<file path="config.mk">
export PLATFORM = sky130hd
export DESIGN_NAME = request_stage_flat
export DESIGN_NICKNAME = d
export VERILOG_FILES = /design/src/logic/bus_pkg.sv /design/src/logic/mem_bus_if.sv /design/src/logic/request_stage.sv /design/src/flat_wrapper.sv
export SDC_FILE = /design/constraint.sdc
export NUM_CORES = 1
export LEC_CHECK = 0
export BUFFER_PORTS_ARGS = -buffer_cell sky130_fd_sc_hd__buf_2
export CAP_MARGIN = 40
export CELL_PAD_IN_SITES_DETAIL_PLACEMENT = 0
export CELL_PAD_IN_SITES_GLOBAL_PLACEMENT = 1
export CORE_UTILIZATION = 19
export CTS_CLUSTER_DIAMETER = 120
export DETAILED_ROUTE_END_ITERATION = 12
export PLACE_DENSITY_LB_ADDON = 0.1
export SLEW_MARGIN = 40
export SYNTH_ARGS = -nofsm -noshare
export SYNTH_HDL_FRONTEND = slang
export SYNTH_SLANG_ARGS = --single-unit
</file>
<file path="constraint.sdc">
create_clock -name clk -period 0.8 [get_ports clk]
set_clock_uncertainty 0.2 [all_clocks]
set_input_delay 0.16 -clock clk [delete_from_list [all_inputs] [get_ports clk]]
set_output_delay 0.16 -clock clk [all_outputs]
set_load 0.03 [all_outputs]
</file>
<file path="src/logic/bus_pkg.sv">
package bus_pkg;

    // Byte address width of the CPU load/store port
    localparam int ADDR_WIDTH = 32;

    // Word width carried by every stage
    localparam int DATA_WIDTH = 32;

    // One enable bit per byte lane
    localparam int MASK_WIDTH = 4;

    localparam int BYTE_WIDTH = DATA_WIDTH / MASK_WIDTH;

    typedef logic [ADDR_WIDTH-1:0] bus_addr_t;

    typedef logic [DATA_WIDTH-1:0] bus_data_t;

    // Bit n enables byte n, so bit 0 covers data bits 7:0
    typedef logic [MASK_WIDTH-1:0] bus_mask_t;

endpackage

</file>
<file path="src/logic/mem_bus_if.sv">
`timescale 1ns/10ps

interface mem_bus_if import bus_pkg::*; ();

    // The request stage drives the request side
    bus_addr_t addr;
    bus_data_t wdata;
    bus_mask_t wmask;
    logic      wen;
    logic      ren;

    // A RAM drives the response side for addresses inside its window
    bus_data_t rdata;
    logic      done;

    modport requester (
        output addr,
        output wdata,
        output wmask,
        output wen,
        output ren,
        input  rdata,
        input  done
    );

    modport slave (
        input  addr,
        input  wdata,
        input  wmask,
        input  wen,
        input  ren,
        output rdata,
        output done
    );

    // Observes everything and drives nothing
    modport monitor (
        input addr,
        input wdata,
        input wmask,
        input wen,
        input ren,
        input rdata,
        input done
    );

endinterface

</file>
<file path="src/logic/request_stage.sv">
`timescale 1ns/10ps

module request_stage
    import bus_pkg::*;
(
    input  logic      clk,
    input  logic      rst_n,
    input  bus_addr_t cpu_addr,
    input  bus_data_t cpu_wdata,
    input  bus_mask_t cpu_wmask,
    input  logic      cpu_wen,
    input  logic      cpu_ren,
    mem_bus_if.requester req
);

    // Strobes are one-cycle pulses that start low out of reset
    always_ff @(posedge clk) begin
        if (!rst_n) begin
            req.wen <= 1'b0;
            req.ren <= 1'b0;
        end else begin
            req.wen <= cpu_wen;
            req.ren <= cpu_ren;
        end
    end

    // Address, data and mask follow the CPU every cycle
    always_ff @(posedge clk) begin
        req.addr  <= cpu_addr;
        req.wdata <= cpu_wdata;
        req.wmask <= cpu_wmask;
    end

    // A single request is either a load or a store
    a_no_read_and_write : assert property (
        @(posedge clk) disable iff (!rst_n)
        !(cpu_wen && cpu_ren)
    ) else $error("request_stage: wen and ren high in the same cycle");

endmodule

</file>
<file path="src/flat_wrapper.sv">
// flat-port wrapper written by rule: the top's interface ports become plain ports
module request_stage_flat import bus_pkg::*;
  (clk, rst_n, cpu_addr, cpu_wdata, cpu_wmask, cpu_wen, cpu_ren, req_addr, req_wdata, req_wmask, req_wen, req_ren, req_rdata, req_done);
  mem_bus_if req_i ();
  input  logic clk;
  input  logic rst_n;
  input  bus_addr_t cpu_addr;
  input  bus_data_t cpu_wdata;
  input  bus_mask_t cpu_wmask;
  input  logic cpu_wen;
  input  logic cpu_ren;
  output wire logic [$bits(req_i.addr)-1:0] req_addr;
  output wire logic [$bits(req_i.wdata)-1:0] req_wdata;
  output wire logic [$bits(req_i.wmask)-1:0] req_wmask;
  output wire logic [$bits(req_i.wen)-1:0] req_wen;
  output wire logic [$bits(req_i.ren)-1:0] req_ren;
  input wire logic [$bits(req_i.rdata)-1:0] req_rdata;
  input wire logic [$bits(req_i.done)-1:0] req_done;
  assign req_addr = req_i.addr;
  assign req_wdata = req_i.wdata;
  assign req_wmask = req_i.wmask;
  assign req_wen = req_i.wen;
  assign req_ren = req_i.ren;
  assign req_i.rdata = req_rdata;
  assign req_i.done = req_done;
  request_stage u_core (.clk(clk), .rst_n(rst_n), .cpu_addr(cpu_addr), .cpu_wdata(cpu_wdata), .cpu_wmask(cpu_wmask), .cpu_wen(cpu_wen), .cpu_ren(cpu_ren), .req(req_i));
endmodule
</file>
; ---- Word-level counts from Yosys, hierarchy flattened
; Index checks and enable logic that the tools add are counted.
[word_totals]
reg_bits = 70
in_bits = 105
out_inout_bits = 70
word_cells = 5

; ---- Depth between registers and ports, before layout
[logic_depth]
depth_word = 0
mapped_depth = 1
ltp_nobuf = 1

; ---- Worst setup path before layout
; OpenSTA, ideal clock, no wires.
[synth_timing]
path_type = register -> output
start = reg u_core.req.addr[0]
end = out req_addr[0]
arrival_time_ns = 0.459
required_time_ns = 0.440
path_slack_ns = -0.019
stages_incl_launch_ff = 1
n_path_buf = 0
path_cell_list = dfxtp_1
[synth_lines]
columns = item, line
row1 = "start, declared", mem_bus_if.sv:17  ; output addr,
row2 = "start signal, assigned", request_stage.sv:29  ; req.addr <= cpu_addr;
row3 = "end, declared", flat_wrapper.sv:12  ; output wire logic [$bits(req_i.addr)-1:0] req_addr;
; No word-level cell between the ends.

; ---- Worst setup path in the final report
[layout_timing]
start = reg u_core.req.addr[7]
end = out req_addr[7]
; No word-level cell between the ends.

==> impl_metrics.json <==
{
  "layout.filler_cells": 658,
  "worstSetupEndpoint": "req_addr[7]",
  "final-instance-count-excl-fill": 396,
  "fp.dieW_um": 88.3,
  "clock-sinks": 70,
  "netlist_top_cells_area": "sky130_fd_sc_hd__dfxtp_1 (99%), sky130_fd_sc_hd__and2_1 (0.88%)",
  "power.static_leakage_nw": 1.69,
  "cp_cell_sequence": "buf_6",
  "grt_pass1_wl_um": 5940,
  "finalInstanceArea_um2": 3650,
  "overflow": 0,
  "root_buffer": "sky130_fd_sc_hd__clkbuf_8",
  "route.detailed.drc": 0,
  "routed_wire_length_per_instance_um": 10.2,
  "detail_route.wirelength_um": 4020,
  "synth_area_um2": 1410,
  "route.vias.total": 1327,
  "synthCells": 72,
  "cap_viol_max_count": 0,
  "critPathArrivalTime_ns": 0.78,
  "relSlewSlack_pct": 93.2,
  "placeableCoreArea_um2": 7210,
  "setup_viol": 74,
  "areaGrowthSynthToFinish_pct": 158,
  "critPathLaunchType": "flop",
  "outcome": "finished with violations",
  "setup.worst_path.end_class": "primary output",
  "failing_checks": "hold timing, setup timing",
  "ys.flop_type": "sky130_fd_sc_hd__dfxtp_1",
  "critPathLaunch": "u_core.req.addr[7]",
  "grt_start_max_net_pins": 12,
  "io-pin-count": 175,
  "antenna-diode-count": 0,
  "synth_edf_count": 0,
  "final.period_utilization_pct": 143,
  "power-per-cell-area_nw_per_um2": 2140,
  "vdd_drop_max_mv": 1.18,
  "grt_pass1_vias": 1355,
  "most_used_standard_cells_in_the_synthesized_netlist": "sky130_fd_sc_hd__dfxtp_1 (70), sky130_fd_sc_hd__and2_1 (2)",
  "min-delay-path-class": "primary input to flop",
  "postSynthAreaPerCell_um2": 19.6,
  "rows": 31,
  "synthDistinctLibCells": 2,
  "critical_path_cell_count": 1,
  "clk_pin_slew_worst_paths_ns": 0.07,
  "worst_slack_ns": -0.344,
  "drt-initial-drc-count": 10,
  "slew_at_the_pin_with_the_worst_max_slew_slack_ns": 0.102,
  "number_of_buffers_between_clock_root_and_the_deepest_sink": 2,
  "worst_path_top_cell_family_by_delay": "flip-flops",
  "layout_net_count": 397,
  "netlist.area_leader.share_pct": 99.1,
  "post-dp-hpwl_um": 2430,
  "critical_path_buf_inv_count": 1,
  "timing.setup.critical_path_class": "flop to primary output",
  "synth_largest_area_cell": "sky130_fd_sc_hd__dfxtp_1",
  "post_cts_hold_buffer_count": 68,
  "gp_routability_congestion": 0.630,
  "worstPathMaxFanout": 1,
  "finish.utilization_pct": 50.6,
  "detail_route.first_pass.iterations": 2,
  "antenna_found_initial": 0,
  "place_area_um2": 2330,
  "cts_inserted_buffers": 9,
  "post_route_cells_drive_above_1_share_pct": 76.1,
  "route.antenna.remaining_nets": 0,
  "timing_hold_violations_final": 2,
  "drv_slew": 0,
  "holdWs_ns": -0.168,
  "effective_utilization_at_floorplan_pct": 19.6,
  "postSynth.asyncResetShare_pct": 0,
  "clock.fmax_mhz": 874,
  "postSynthRegisterBits": 70,
  "cts_htree_levels": 3,
  "avgViaCountPerCell": 3.35,
  "placedCellCount": 312,
  "cp.required_ns": 0.44,
  "track_usage_pct": 10.5,
  "synth_fp_nets": 177,
  "period_needed_ns": 1.14,
  "slowest_stage": "sky130_fd_sc_hd__dfxtp_2",
  "chipHeight_um": 88.3,
  "cts_tree": "built",
  "synth_seq_area_share_pct": 99.1,
  "setup_repair_after_global_routing_missed_its_margin": "true",
  "yosys.cell_count.top_type": "sky130_fd_sc_hd__dfxtp_1",
  "die-area_um2": 7790,
  "max_stage_delay_ns": 0.33,
  "ys_warn_count": 0,
  "cts_setup_buffers": 0,
  "numPortBuffers": 141
}
## final cells by class
class,count,area [µm²],share of cell area [%]
timing repair buffer,209,1820,50.0
sequential,70,1490,40.8
clock buffer,12,155,4.25
multi-input combinational,2,12.5,0.343
tap,99,124,3.39
clock inverter,4,45.0,1.23
## how the worst min path moves through the flow
stage	endpoint	cells past startpoint	slack, ns	startpoint
floorplan	u_core.req.addr[0]	0	-0.01	cpu_addr[0]
global placement	u_core.req.wdata[30]	1	0.06	cpu_wdata[30]
detailed placement	u_core.req.wdata[30]	1	0.06	cpu_wdata[30]
CTS	u_core.req.ren	2	-0.19	cpu_ren
global route	u_core.req.ren	2	-0.19	cpu_ren
finish	u_core.req.ren	2	-0.17	cpu_ren
## sequential cells by signal (all words and copies together) (netlist names)
name              flops
u_core.req.wmask      4
u_core.req.wen        1
u_core.req.wdata     32
u_core.req.ren        1
u_core.req.addr      32
## kinds of logic after synthesis
family	share of synthesized area, %
AND/OR/NAND/NOR	0.885
flip-flops	99.1
## power breakdown
part / leakage (nW) / internal [mW] / switching [mW]
combinational: 0.992 / 0.678 / 0.532
clock: 0.106 / 1.60 / 1.21
sequential: 0.591 / 3.71 / 0.0817
## layout by cell type, fill, tap and decap left out, drive strengths merged
cell / synthesis / final
and2: 2 / 2
buf: 0 / 141
bufinv: 0 / 1
clkbuf: 0 / 12
clkinv: 0 / 3
dfxtp: 70 / 70
dlygate4sd3: 0 / 68
## layer usage
| layer | up-vias | share of wire (%) | GRT usage, % |
|---|---|---|---|
| li1 | 659 | - | - |
| met1 | 594 | 34 | 9.57 |
| met2 | 67 | 54 | 18.8 |
| met3 | 7 | 11 | 5.97 |
| met4 | 0 | 1.5 | 5.28 |
| met5 | - | 0 | 0 |
## per-stage QoR
step	power (mW)	setup WS, ns	TNS (ns)	hold WS [ns]
2_1_floorplan	4.23	0.0543	0	-0.0123
3_3_place_gp	4.56	-0.0474	-2.23	0.0626
3_5_place_dp	4.56	-0.0502	-2.21	0.0635
4_1_cts	7.97	-0.380	-25.25	-0.195
5_1_grt	8.21	-0.394	-26.52	-0.189
6_report	7.80	-0.344	-23.17	-0.168
## timing repair
action	in CTS	in global routing
resized for setup	140	0
gates cloned	0	0
setup endpoints to repair	70	70
hold endpoints to repair	70	2
No activity file was read; power rests on OpenSTA's default activity.
