$ cat src/logic/bus_pkg.sv
package bus_pkg;

    // Byte address width of the CPU load/store port
    localparam int ADDR_WIDTH = 32;

    // Word width carried by every stage
    localparam int DATA_WIDTH = 32;

    // One enable bit per byte lane
    localparam int MASK_WIDTH = 4;

    localparam int BYTE_WIDTH = DATA_WIDTH / MASK_WIDTH;

    typedef logic [ADDR_WIDTH-1:0] bus_addr_t;

    typedef logic [DATA_WIDTH-1:0] bus_data_t;

    // Bit n enables byte n, so bit 0 covers data bits 7:0
    typedef logic [MASK_WIDTH-1:0] bus_mask_t;

endpackage

$ cat src/logic/mem_bus_if.sv
`timescale 1ns/10ps

interface mem_bus_if import bus_pkg::*; ();

    // The request stage drives the request side
    bus_addr_t addr;
    bus_data_t wdata;
    bus_mask_t wmask;
    logic      wen;
    logic      ren;

    // A RAM drives the response side for addresses inside its window
    bus_data_t rdata;
    logic      done;

    modport requester (
        output addr,
        output wdata,
        output wmask,
        output wen,
        output ren,
        input  rdata,
        input  done
    );

    modport slave (
        input  addr,
        input  wdata,
        input  wmask,
        input  wen,
        input  ren,
        output rdata,
        output done
    );

    // Observes everything and drives nothing
    modport monitor (
        input addr,
        input wdata,
        input wmask,
        input wen,
        input ren,
        input rdata,
        input done
    );

endinterface

$ cat src/logic/response_stage.sv
`timescale 1ns/10ps

module response_stage
    import bus_pkg::*;
(
    input  logic       clk,
    input  logic       rst_n,
    mem_bus_if.monitor req,
    mem_bus_if.monitor main_rsp,
    mem_bus_if.monitor scratch_rsp,
    output bus_data_t  rdata,
    output logic       done,
    output logic       err
);

    logic due;
    logic any_done;

    // A strobe seen at the RAM inputs means a response arrives next cycle
    always_ff @(posedge clk) begin
        if (!rst_n) begin
            due <= 1'b0;
        end else begin
            due <= req.wen || req.ren;
        end
    end

    assign any_done = main_rsp.done || scratch_rsp.done;

    always_ff @(posedge clk) begin
        if (!rst_n) begin
            rdata <= '0;
            done  <= 1'b0;
            err   <= 1'b0;
        end else begin
            done <= any_done;
            // No slave claimed the address, so it fell between the windows
            err  <= due && !any_done;
            if (main_rsp.done) begin
                rdata <= main_rsp.rdata;
            end else if (scratch_rsp.done) begin
                rdata <= scratch_rsp.rdata;
            end else begin
                rdata <= '0;
            end
        end
    end

    // Windows must not overlap, otherwise the merge above picks one silently
    a_single_slave : assert property (
        @(posedge clk) disable iff (!rst_n)
        !(main_rsp.done && scratch_rsp.done)
    ) else $error("response_stage: both slaves answered the same request");

    a_done_needs_request : assert property (
        @(posedge clk) disable iff (!rst_n)
        any_done |-> due
    ) else $error("response_stage: slave done with no request in flight");

endmodule

$ cat src/flat_wrapper.sv
// flat-port wrapper written by rule: the top's interface ports become plain ports
module response_stage_flat import bus_pkg::*;
  (clk, rst_n, rdata, done, err, req_addr, req_wdata, req_wmask, req_wen, req_ren, req_rdata, req_done, main_rsp_addr, main_rsp_wdata, main_rsp_wmask, main_rsp_wen, main_rsp_ren, main_rsp_rdata, main_rsp_done, scratch_rsp_addr, scratch_rsp_wdata, scratch_rsp_wmask, scratch_rsp_wen, scratch_rsp_ren, scratch_rsp_rdata, scratch_rsp_done);
  mem_bus_if req_i ();
  mem_bus_if main_rsp_i ();
  mem_bus_if scratch_rsp_i ();
  input  logic clk;
  input  logic rst_n;
  output bus_data_t rdata;
  output logic done;
  output logic err;
  input wire logic [$bits(req_i.addr)-1:0] req_addr;
  input wire logic [$bits(req_i.wdata)-1:0] req_wdata;
  input wire logic [$bits(req_i.wmask)-1:0] req_wmask;
  input wire logic [$bits(req_i.wen)-1:0] req_wen;
  input wire logic [$bits(req_i.ren)-1:0] req_ren;
  input wire logic [$bits(req_i.rdata)-1:0] req_rdata;
  input wire logic [$bits(req_i.done)-1:0] req_done;
  input wire logic [$bits(main_rsp_i.addr)-1:0] main_rsp_addr;
  input wire logic [$bits(main_rsp_i.wdata)-1:0] main_rsp_wdata;
  input wire logic [$bits(main_rsp_i.wmask)-1:0] main_rsp_wmask;
  input wire logic [$bits(main_rsp_i.wen)-1:0] main_rsp_wen;
  input wire logic [$bits(main_rsp_i.ren)-1:0] main_rsp_ren;
  input wire logic [$bits(main_rsp_i.rdata)-1:0] main_rsp_rdata;
  input wire logic [$bits(main_rsp_i.done)-1:0] main_rsp_done;
  input wire logic [$bits(scratch_rsp_i.addr)-1:0] scratch_rsp_addr;
  input wire logic [$bits(scratch_rsp_i.wdata)-1:0] scratch_rsp_wdata;
  input wire logic [$bits(scratch_rsp_i.wmask)-1:0] scratch_rsp_wmask;
  input wire logic [$bits(scratch_rsp_i.wen)-1:0] scratch_rsp_wen;
  input wire logic [$bits(scratch_rsp_i.ren)-1:0] scratch_rsp_ren;
  input wire logic [$bits(scratch_rsp_i.rdata)-1:0] scratch_rsp_rdata;
  input wire logic [$bits(scratch_rsp_i.done)-1:0] scratch_rsp_done;
  assign req_i.addr = req_addr;
  assign req_i.wdata = req_wdata;
  assign req_i.wmask = req_wmask;
  assign req_i.wen = req_wen;
  assign req_i.ren = req_ren;
  assign req_i.rdata = req_rdata;
  assign req_i.done = req_done;
  assign main_rsp_i.addr = main_rsp_addr;
  assign main_rsp_i.wdata = main_rsp_wdata;
  assign main_rsp_i.wmask = main_rsp_wmask;
  assign main_rsp_i.wen = main_rsp_wen;
  assign main_rsp_i.ren = main_rsp_ren;
  assign main_rsp_i.rdata = main_rsp_rdata;
  assign main_rsp_i.done = main_rsp_done;
  assign scratch_rsp_i.addr = scratch_rsp_addr;
  assign scratch_rsp_i.wdata = scratch_rsp_wdata;
  assign scratch_rsp_i.wmask = scratch_rsp_wmask;
  assign scratch_rsp_i.wen = scratch_rsp_wen;
  assign scratch_rsp_i.ren = scratch_rsp_ren;
  assign scratch_rsp_i.rdata = scratch_rsp_rdata;
  assign scratch_rsp_i.done = scratch_rsp_done;
  response_stage u_core (.clk(clk), .rst_n(rst_n), .req(req_i), .main_rsp(main_rsp_i), .scratch_rsp(scratch_rsp_i), .rdata(rdata), .done(done), .err(err));
endmodule
$ cat config.mk
export PLATFORM = sky130hd
export DESIGN_NAME = response_stage_flat
export DESIGN_NICKNAME = d
export VERILOG_FILES = /design/src/logic/bus_pkg.sv /design/src/logic/mem_bus_if.sv /design/src/logic/response_stage.sv /design/src/flat_wrapper.sv
export SDC_FILE = /design/constraint.sdc
export NUM_CORES = 1
export LEC_CHECK = 0
export ABC_AREA = 1
export BUFFER_PORTS_ARGS = -buffer_cell sky130_fd_sc_hd__buf_4
export CORE_AREA = 5 5 130 132
export DETAILED_ROUTE_END_ITERATION = 7
export DIE_AREA = 0 0 135 137
export PLACE_DENSITY_LB_ADDON = 0.1
export SLEW_MARGIN = 20
export SYNTH_ARGS = -nofsm -noshare
export SYNTH_HDL_FRONTEND = slang
export SYNTH_SLANG_ARGS = --single-unit
$ cat constraint.sdc
create_clock -name clk -period 1.65 [get_ports clk]
set_input_delay 0.33 -clock clk [delete_from_list [all_inputs] [get_ports clk]]
set_output_delay 0.33 -clock clk [all_outputs]
set_load 0.01 [all_outputs]
# == Word-level counts from Yosys, hierarchy flattened ==
# Cells that the tools add are included.
# word_totals
reg_bits,35
out_inout_bits,34
# classes
mux,2
reduce_logical,4
# op_table
cell,count
$mux W32,2
$logic_or A1 B1 Y1,2
$logic_and A1 B1 Y1,1
$logic_not A1 Y1,1

# == Logic depth before layout (Yosys ltp) ==
# Gate-level depths: netlist (run 1).
# logic_depth
word_depth,3
mapped_depth,5

# == Least setup slack after synthesis (run 1) ==
# Ideal clock, no wire load.
# synth_path
path_type,input-to-reg
startpoint,input main_rsp_done
endpoint,register u_core.rdata[0]
arrival_time_ns,0.800
required_ns,1.584
slack_ns,0.784
stages,5
n_path_buf,2
path_cell_list,buf_6 -> inv_8 -> buf_12 -> nand3_2 -> a21oi_2
# synth_between
elab_chain_len,1
# synth_lines
element,line,source
from (decl),flat_wrapper.sv:25,input wire logic [$bits(main_rsp_i.done)-1:0] main_rsp_done;
$mux W32,response_stage.sv:39,if (main_rsp.done) begin
to (signal assigned),response_stage.sv:40,rdata <= main_rsp.rdata;
to (signal assigned),response_stage.sv:42,rdata <= scratch_rsp.rdata;
to (decl),response_stage.sv:11,"output bus_data_t rdata,"
# No other way between the ends.
# A chain may end at the register's enable or synchronous reset.

# == Worst setup path after layout (run 1) ==
# layout_path
startpoint,register u_core.rdata[1]
endpoint,output rdata[1]
# layout_rtl
element,line,source
to (decl),flat_wrapper.sv:9,output bus_data_t rdata;
# No word-level cell between the ends.

==> run summary, run 1 <==
The flow ran to the end, and the final reports show no timing, DRC or antenna violations. Along the worst path, the maximum fanout reaches 1. After synthesis, the mean cell area works out to roughly 11 sq um. In the final routed layout, each cell accounts on average for ~14 microns. The final weighted congestion of routability-driven global placement is 0.6016.

The residual DRC count came out at 0. The via count of the first global-routing pass came out at between 1500 and 2000. The sum of buffers and inverters on the critical path is 1.

In this run the horizontal extent of the chip is 135 microns. The worst hold path belongs to the class primary input to flop. The total power consumption of the routed design came out at 2228 uW. The clock skew is between 0.00015 and 0.0002 ns. The post-route cell area is ~2700 sq um. The Yosys step of the flow raised 0 warnings. The maximum number of buffers from clock root to sink is 2.

The clock transition at the registers of the reported paths is about 0.06 ns. Setup repair after global routing left no endpoint under its margin. VDD sags by at most a little over 0.0003 V. The cell type group with the largest total delay on the critical path is flip-flops.

The number of slew-limit violations in the final report is 0. The tree built by TritonCTS fans out to 35 sinks. The power per cell area came out at around 830 nW/um^2. The area of the mapped netlist is around 1600 sq um.

The worst setup path is launched from a flop. The pre-antenna-repair detailed-routing pass consisted of 4 iterations. The library cell used most frequently in the layout, excluding fill and tap cells, is sky130_fd_sc_hd__buf_4. The data required time of the worst path came out at 1.32 ns. After synthesis, the largest area contributor takes up 42.85% of total cell area.

CTS placed an instance of sky130_fd_sc_hd__clkbuf_16 at the clock tree root. STA classifies the critical path endpoint as an output pin. The synthesized instance count came out at 153.

The post-route core utilization is between 10% and 20%. The post-detailed-placement cell area came out at ~2500 sq um. By area the synthesized netlist is led by sky130_fd_sc_hd__dfxtp_1 (43%), sky130_fd_sc_hd__nand3_2 (19%), sky130_fd_sc_hd__a21oi_2 (16%).

The height of the die came out at roughly 140 microns. The maximum number of pins on one net before global-route repair is 35. In this run the number of H-tree levels came out at 2. The synthesized design spends more area on one cell type than any other, namely sky130_fd_sc_hd__dfxtp_1.

Counting the buffers created by CTS gives 5. The max-capacitance violation count came out at 0. The clock latency on the worst-skew pair came out at 0.28 ns. The first routing iteration left 37 violations. Data on the critical path arrives at its endpoint at 0.72 ns. TritonCTS built the clock tree. The top cell types in the final layout, fill and taps aside, are sky130_fd_sc_hd__buf_4 (104), sky130_fd_sc_hd__dfxtp_1 (35), sky130_fd_sc_hd__nand2_1 (33). The time the final worst path needs with I/O delays and setup is ~1.1 ns.

The first global-routing pass estimated around 10000 microns of wire. The pin slew with the least headroom to its limit came out at around 0.34 ns. The number of cell rows came out at 46. In this run the count of I/O pins placed on the die edge is approximately 350. The number of hold buffers added after CTS was 0.

The final count of negative-setup-slack endpoints is 0. The count of nets left with antenna violations after detail routing came out at 0. The global routing usage summed across all routing layers came out at roughly 7.6%.

The critical path is of the flop to output pin type. The static leakage came out at between 0.001 and 0.0015 uW. The worst slew margin relative to its limit is 77.07%. The net count of the finished layout is 563. The sum of routed wire length over all layers came out at between 6000 and 7000 microns. The total die area is approximately 18000 sq um.

The count of port buffers added during placement came out at approximately 100. The HPWL after detailed placement is approximately 5000 microns. Relative to the synthesized area, the layout overhead comes to 63.20%. The total overflow left after global routing is 0.

The number of nets in the synthesized netlist is between 400 and 500. The largest incremental delay on the critical path is about 0.30 ns. The portion of the clock cycle consumed by the worst path in the final layout came out at between 60% and 70%. Traced cell by cell, the critical path runs through buf_4.

The hold violation total from the final report is 0. The number of buffers added for setup after CTS is 0. The count of cells resized by post-cts repair came out at 0. The largest individual stage delay along the critical path comes from the cell sky130_fd_sc_hd__dfxtp_1.

For this configuration, the core starts out at a cell density of roughly a tenth. The setup total negative slack came out at 0 ns. The maximum frequency from static timing analysis came out at approximately 0.95 GHz. Summing the sequential cell areas from Yosys gives 42.85% of the chip area.

The number of flip-flops and latches in the synthesized netlist came out at 35. The core region is approximately 16000 sq um. The number of unique standard cell types used by synthesis came out at 14.

The share of cells above drive strength 1 is between 60 and 70%. The mean number of vias per cell is just over 3. The detailed-route via count came out at roughly 1400. The number of antenna violations at the first check in global routing is 6.
## registers in the layout, summed over array words and instances, names as in the netlist
| register | flops |
|---|---|
| u_core.rdata | 32 |
| u_core.due | 1 |
| u_core.done | 1 |
| u_core.err | 1 |
## cells in the mapped netlist
cell,count
sky130_fd_sc_hd__buf_4,2
sky130_fd_sc_hd__inv_8,1
sky130_fd_sc_hd__buf_12,5
sky130_fd_sc_hd__nor2_1,5
sky130_fd_sc_hd__nand2_1,33
sky130_fd_sc_hd__nand3_1,1
sky130_fd_sc_hd__dfxtp_1,35
sky130_fd_sc_hd__buf_6,3
sky130_fd_sc_hd__a21oi_1,2
sky130_fd_sc_hd__clkbuf_16,1
sky130_fd_sc_hd__buf_2,3
sky130_fd_sc_hd__inv_2,1
sky130_fd_sc_hd__a21oi_2,30
sky130_fd_sc_hd__nand3_2,31
## metrics by stage
stage               hold slack [ns]  std cells  setup WS [ns]
floorplan                    0.4022        153         0.7841
global placement             0.4184        461         0.3543
detailed placement           0.4112        461         0.3613
CTS                          0.2488        467         0.5693
global route                 0.2875        467         0.5546
finish                       0.2607        468         0.5975
## metal layers
layer	global-route usage (%)	wire (microns)	share of wire, %	vias to the layer above
li1	-	-	-	707
met1	8.165	2647	39	637
met2	11.03	2990	44	66
met3	6.140	927	14	17
met4	3.191	136	2.0	10
met5	0	67	0.99	-
## layout make-up
| cell class | count | area, sq um |
|---|---|---|
| flip-flops and latches | 35 | 700.7 |
| clock buffers | 6 | 128.9 |
| repair buffers | 106 | 820.8 |
| diodes | 1 | 2.502 |
| well taps | 216 | 270.3 |
| inverters | 2 | 15.01 |
| fillers | 1793 | 12930 |
| multi-input cells | 102 | 730.7 |
## power by group
part	leakage, uW	switching (uW)	internal, uW	total [uW]
clock network	0.0000628	361	543	905
registers	0.000289	12.1	894	906
logic	0.000739	198	218	417
## kinds of logic after synthesis
kind of cell           share of synthesized area, %
AOI/OAI and AO/OA                             16.68
DFF                                           42.85
and+or+nand+nor                               28.00
buffers and inverters                         12.47
## final timing paths
check / start / endpoint / cells past startpoint / slack, ns
max reg2reg: u_core.due / u_core.err / 2 / 1.16
max: u_core.rdata[1] / rdata[1] / 1 / 0.60
min reg2reg: u_core.due / u_core.err / 2 / 0.42
min: req_wen / u_core.due / 3 / 0.26
Note: power is estimated with default switching activity, not from simulation.
==> inputs of run 2 (changes only) <==
CORE_AREA = 5 5 131 133   (was 5 5 130 132)
DIE_AREA = 0 0 136 138   (was 0 0 135 137)
clock period = 1.1 ns   (was 1.65 ns; I/O delays follow)
==> run 2 against run 1 <==
  * Worst setup slack worse by 0.45 ns
  * Clock skew about the same
  * Design area grew 2.7%
  * Critical path depth did not move
  * Critical endpoint is now rdata[0]
  * Die area up 1.5%
  * Sequential cell count stayed put
  * Cell count increased by 0.85%
  * Routed wire length decreased by 2.5%
  * Sequential share of layout area fell by 0.70 points
  * Total power is 59% higher
==> run summary, run 2 (same netlist as run 1, synthesis figures left out) <==
The data required time of the worst path came out at 0.88 ns (was 1.32 ns). The residual DRC count came to 0 (unchanged). The HPWL after detailed placement came to 5145 microns (was 4965 microns). The switching part of the total power is 25.29% (was 25.68%). The final worst hold slack is 0.1348 ns (was 0.2607 ns). The clock skew is 0.00009912 ns (was 0.0001893 ns). The via count of the first global-routing pass is 1643 (was 1647). The combinational share of power was 18.1% (was 18.7%). The data arrival time of the worst path came out at 0.73 ns (was 0.72 ns). The count of port buffers added during placement came out at 103 (unchanged).

The number of buffers added for setup after CTS is 0 (unchanged). The static leakage came out at 0.001129 uW (was 0.001091 uW). The switching power is 897.4 uW (was 572.0 uW). The global routing usage summed across all routing layers is 7.396% (was 7.624%). The portion of the clock cycle consumed by the worst path in the final layout came out at slightly below 90%. The most common cell after layout, fill and taps aside is sky130_fd_sc_hd__buf_4 (unchanged). The max-capacitance violation count is 0 (unchanged). The CTS tree was done (unchanged). The count of placed standard cells including taps came out at 464 (was 461). The post-route cell area is 2741 sq um (was 2669 sq um). The part of the total power dissipated in the clock network came out at 43.6% (was 40.6%). The internal reg-to-reg setup slack is 0.62 ns (was 1.16 ns). The H-tree level count is 2 (unchanged). The number of clock sinks is 35 (unchanged). The x dimension of the die is 136 microns (was 135 microns).

The core area is 15710 sq um (was 15600 sq um). The power per cell area came out at 1294 nW/um^2 (was 834.7 nW/um^2). The setup total negative slack came out at 0 ns (unchanged). The final cell count without fillers came out at 472 (was 468).

The number of search-and-repair iterations in the first detailed-routing pass was 4 (unchanged). The depth of the worst register-to-register path is 2 (unchanged). The number of buffers added by the clock tree synthesis step is 5 (unchanged). The top register by number of flip-flops is u_core.rdata (unchanged).

The maximum number of buffers from clock root to sink is 2 (unchanged). The remaining global-route overflow is 0 (unchanged). Commonest cells after routing, fill and taps aside: sky130_fd_sc_hd__buf_4 (105), sky130_fd_sc_hd__dfxtp_1 (35), sky130_fd_sc_hd__nand2_1 (33) (was sky130_fd_sc_hd__buf_4 (104), sky130_fd_sc_hd__dfxtp_1 (35), sky130_fd_sc_hd__nand2_1 (33)). The flip-flop count of the largest register after layout came to 32 (unchanged). The height of the die is 138 microns (was 137 microns). The top routing layer in use is met4 (was met5).

The detailed route wirelength on metal3 came out at 565 microns (was 927 microns). The count of nets left with antenna violations after detail routing came to 0 (unchanged). The sequential group share of total power came out at 38.3% (was 40.7%). The class of the most critical hold timing path is primary input to flop (unchanged). The met2 wire length is 3588 microns (was 2990 microns). The detailed-route via count is 1427 (was 1437).

The category of the most critical setup path was flop to output pin (unchanged). The mean number of vias per cell is 3.023 (was 3.071). The worst slew margin relative to its limit came out at 80.58% (was 77.07%). The cell with the biggest individual delay on the critical path was sky130_fd_sc_hd__dfxtp_1 (unchanged).

The average wire per cell in the routed design came out at 13.99 microns (was 14.46 microns). Critical path cell sequence: buf_4 (unchanged). The final weighted congestion of routability-driven global placement is 0.6445 (was 0.6016). The number of cell rows came to 46 (unchanged). The sum of routed wire length over all layers came to 6602 microns (was 6769 microns). Unrepaired setup endpoints after global routing: false (unchanged). The layout overhead on the synthesized area came out at 67.64% (was 63.20%). The clock latency on the worst-skew pair came out at 0.28 ns (about the same). The end point of the critical path is rdata[0] (was rdata[1]). The number of top-level pins came out at 345 (unchanged). The met1 layer wirelength in the final routing came out at 2309 microns (was 2647 microns). The smallest setup slack after layout came out at 0.1496 ns (was 0.5975 ns). The total inserted antenna cells was 0 (was 1). The final count of negative-setup-slack endpoints came out at 0 (unchanged). The maximum frequency from static timing analysis came out at around 1.1 GHz.

Result of the run: finished, final reports clean (unchanged). The capturing point of the worst reg2reg path was u_core.err (unchanged). The number of antenna violations at the first check in global routing came to 0 (was 6). The type of destination of the critical path is an output pin (unchanged). The share of cells above drive strength 1 is 69.92% (was 69.32%). The starting density of the core is 10.41% (was 10.48%). The internal power is 2651 uW (was 1656 uW). The path length in cells of the critical path came to 1 (unchanged).

The maximum fanout encountered on the critical timing path is 1 (unchanged). The number of violations reported at the end of detailed-routing iteration 0 came to 38 (was 37). The worst slack at placement came to 0.03404 ns (was 0.3613 ns).

The cell type group with the largest total delay on the critical path is flip-flops (unchanged). The count of cells resized by post-cts repair was 0 (unchanged). The hold violation total from the final report was 0 (unchanged).

The total die area came out at 18770 sq um (was 18500 sq um). The clock tree root buffer cell is sky130_fd_sc_hd__clkbuf_16 (unchanged). The clock transition at the registers of the reported paths was 0.06 ns (about the same).

The sum of buffers and inverters on the critical path came out at 1 (unchanged). The maximum ir drop on the vdd rail is 0.0004513 V (was 0.0003034 V). The maximum number of pins on one net before global-route repair was 33 (was 35). The reg-to-reg startpoint is u_core.due (unchanged).

The first-pass GRT wire length is 10030 microns (was 10070 microns). The first element of the critical path is u_core.rdata[0] (was u_core.rdata[1]). The kind of start point of the critical path is a flop (unchanged). The largest incremental delay on the critical path is 0.31 ns (was 0.30 ns). The pin slew with the least headroom to its limit came out at 0.2912 ns (was 0.3440 ns). The number of slew-limit violations in the final report came out at 0 (unchanged). The quantity of hold-fixing buffers added after cts is 0 (unchanged). The net count of the finished layout is 566 (was 563).

The time the final worst path needs with I/O delays and setup came out at about 0.95 ns. The post-detailed-placement cell area came out at 2585 sq um (was 2537 sq um).
-- run 2: cell type report --
| class | instances | area (sq um) |
|---|---|---|
| fill | 1791 | 12970 |
| clock buffer | 8 | 156.4 |
| sequential | 35 | 700.7 |
| timing repair buffer | 109 | 868.3 |
| inverter | 2 | 15.01 |
| tap | 216 | 270.3 |
| multi-input combinational | 102 | 730.7 |
-- run 2: how the worst min path moves through the flow --
stage,from,to,slack [ns],cells past startpoint
after floorplan,req_wen,u_core.due,0.34,2
after global placement,u_core.due,u_core.err,0.42,2
after detailed placement,u_core.due,u_core.err,0.41,2
after CTS,req_wen,u_core.due,0.12,3
after global routing,req_wen,u_core.due,0.13,3
final,req_wen,u_core.due,0.13,3
-- run 2: layer usage --
metal	GRT usage, %	up-vias
met5	0	-
met4	3.342	0
met3	3.266	8
met2	13.27	56
met1	7.237	651
li1	-	712
-- run 2: stage by stage --
stage	util, %	total power [uW]
after global placement	16.45	2056
after detailed placement	16.45	2053
after global routing	17.45	3787
after CTS	17.45	3694
final	17.45	3548
after floorplan	-	1704
-- run 2: power groups by stage --
stage | Combinational, uW | Sequential [uW] | Clock [uW]
floorplan | 281 | 1420 | 0
global placement | 667 | 1390 | 0
detailed placement | 665 | 1390 | 0
CTS | 667 | 1360 | 1670
global route | 709 | 1370 | 1710
finish | 643 | 1360 | 1550
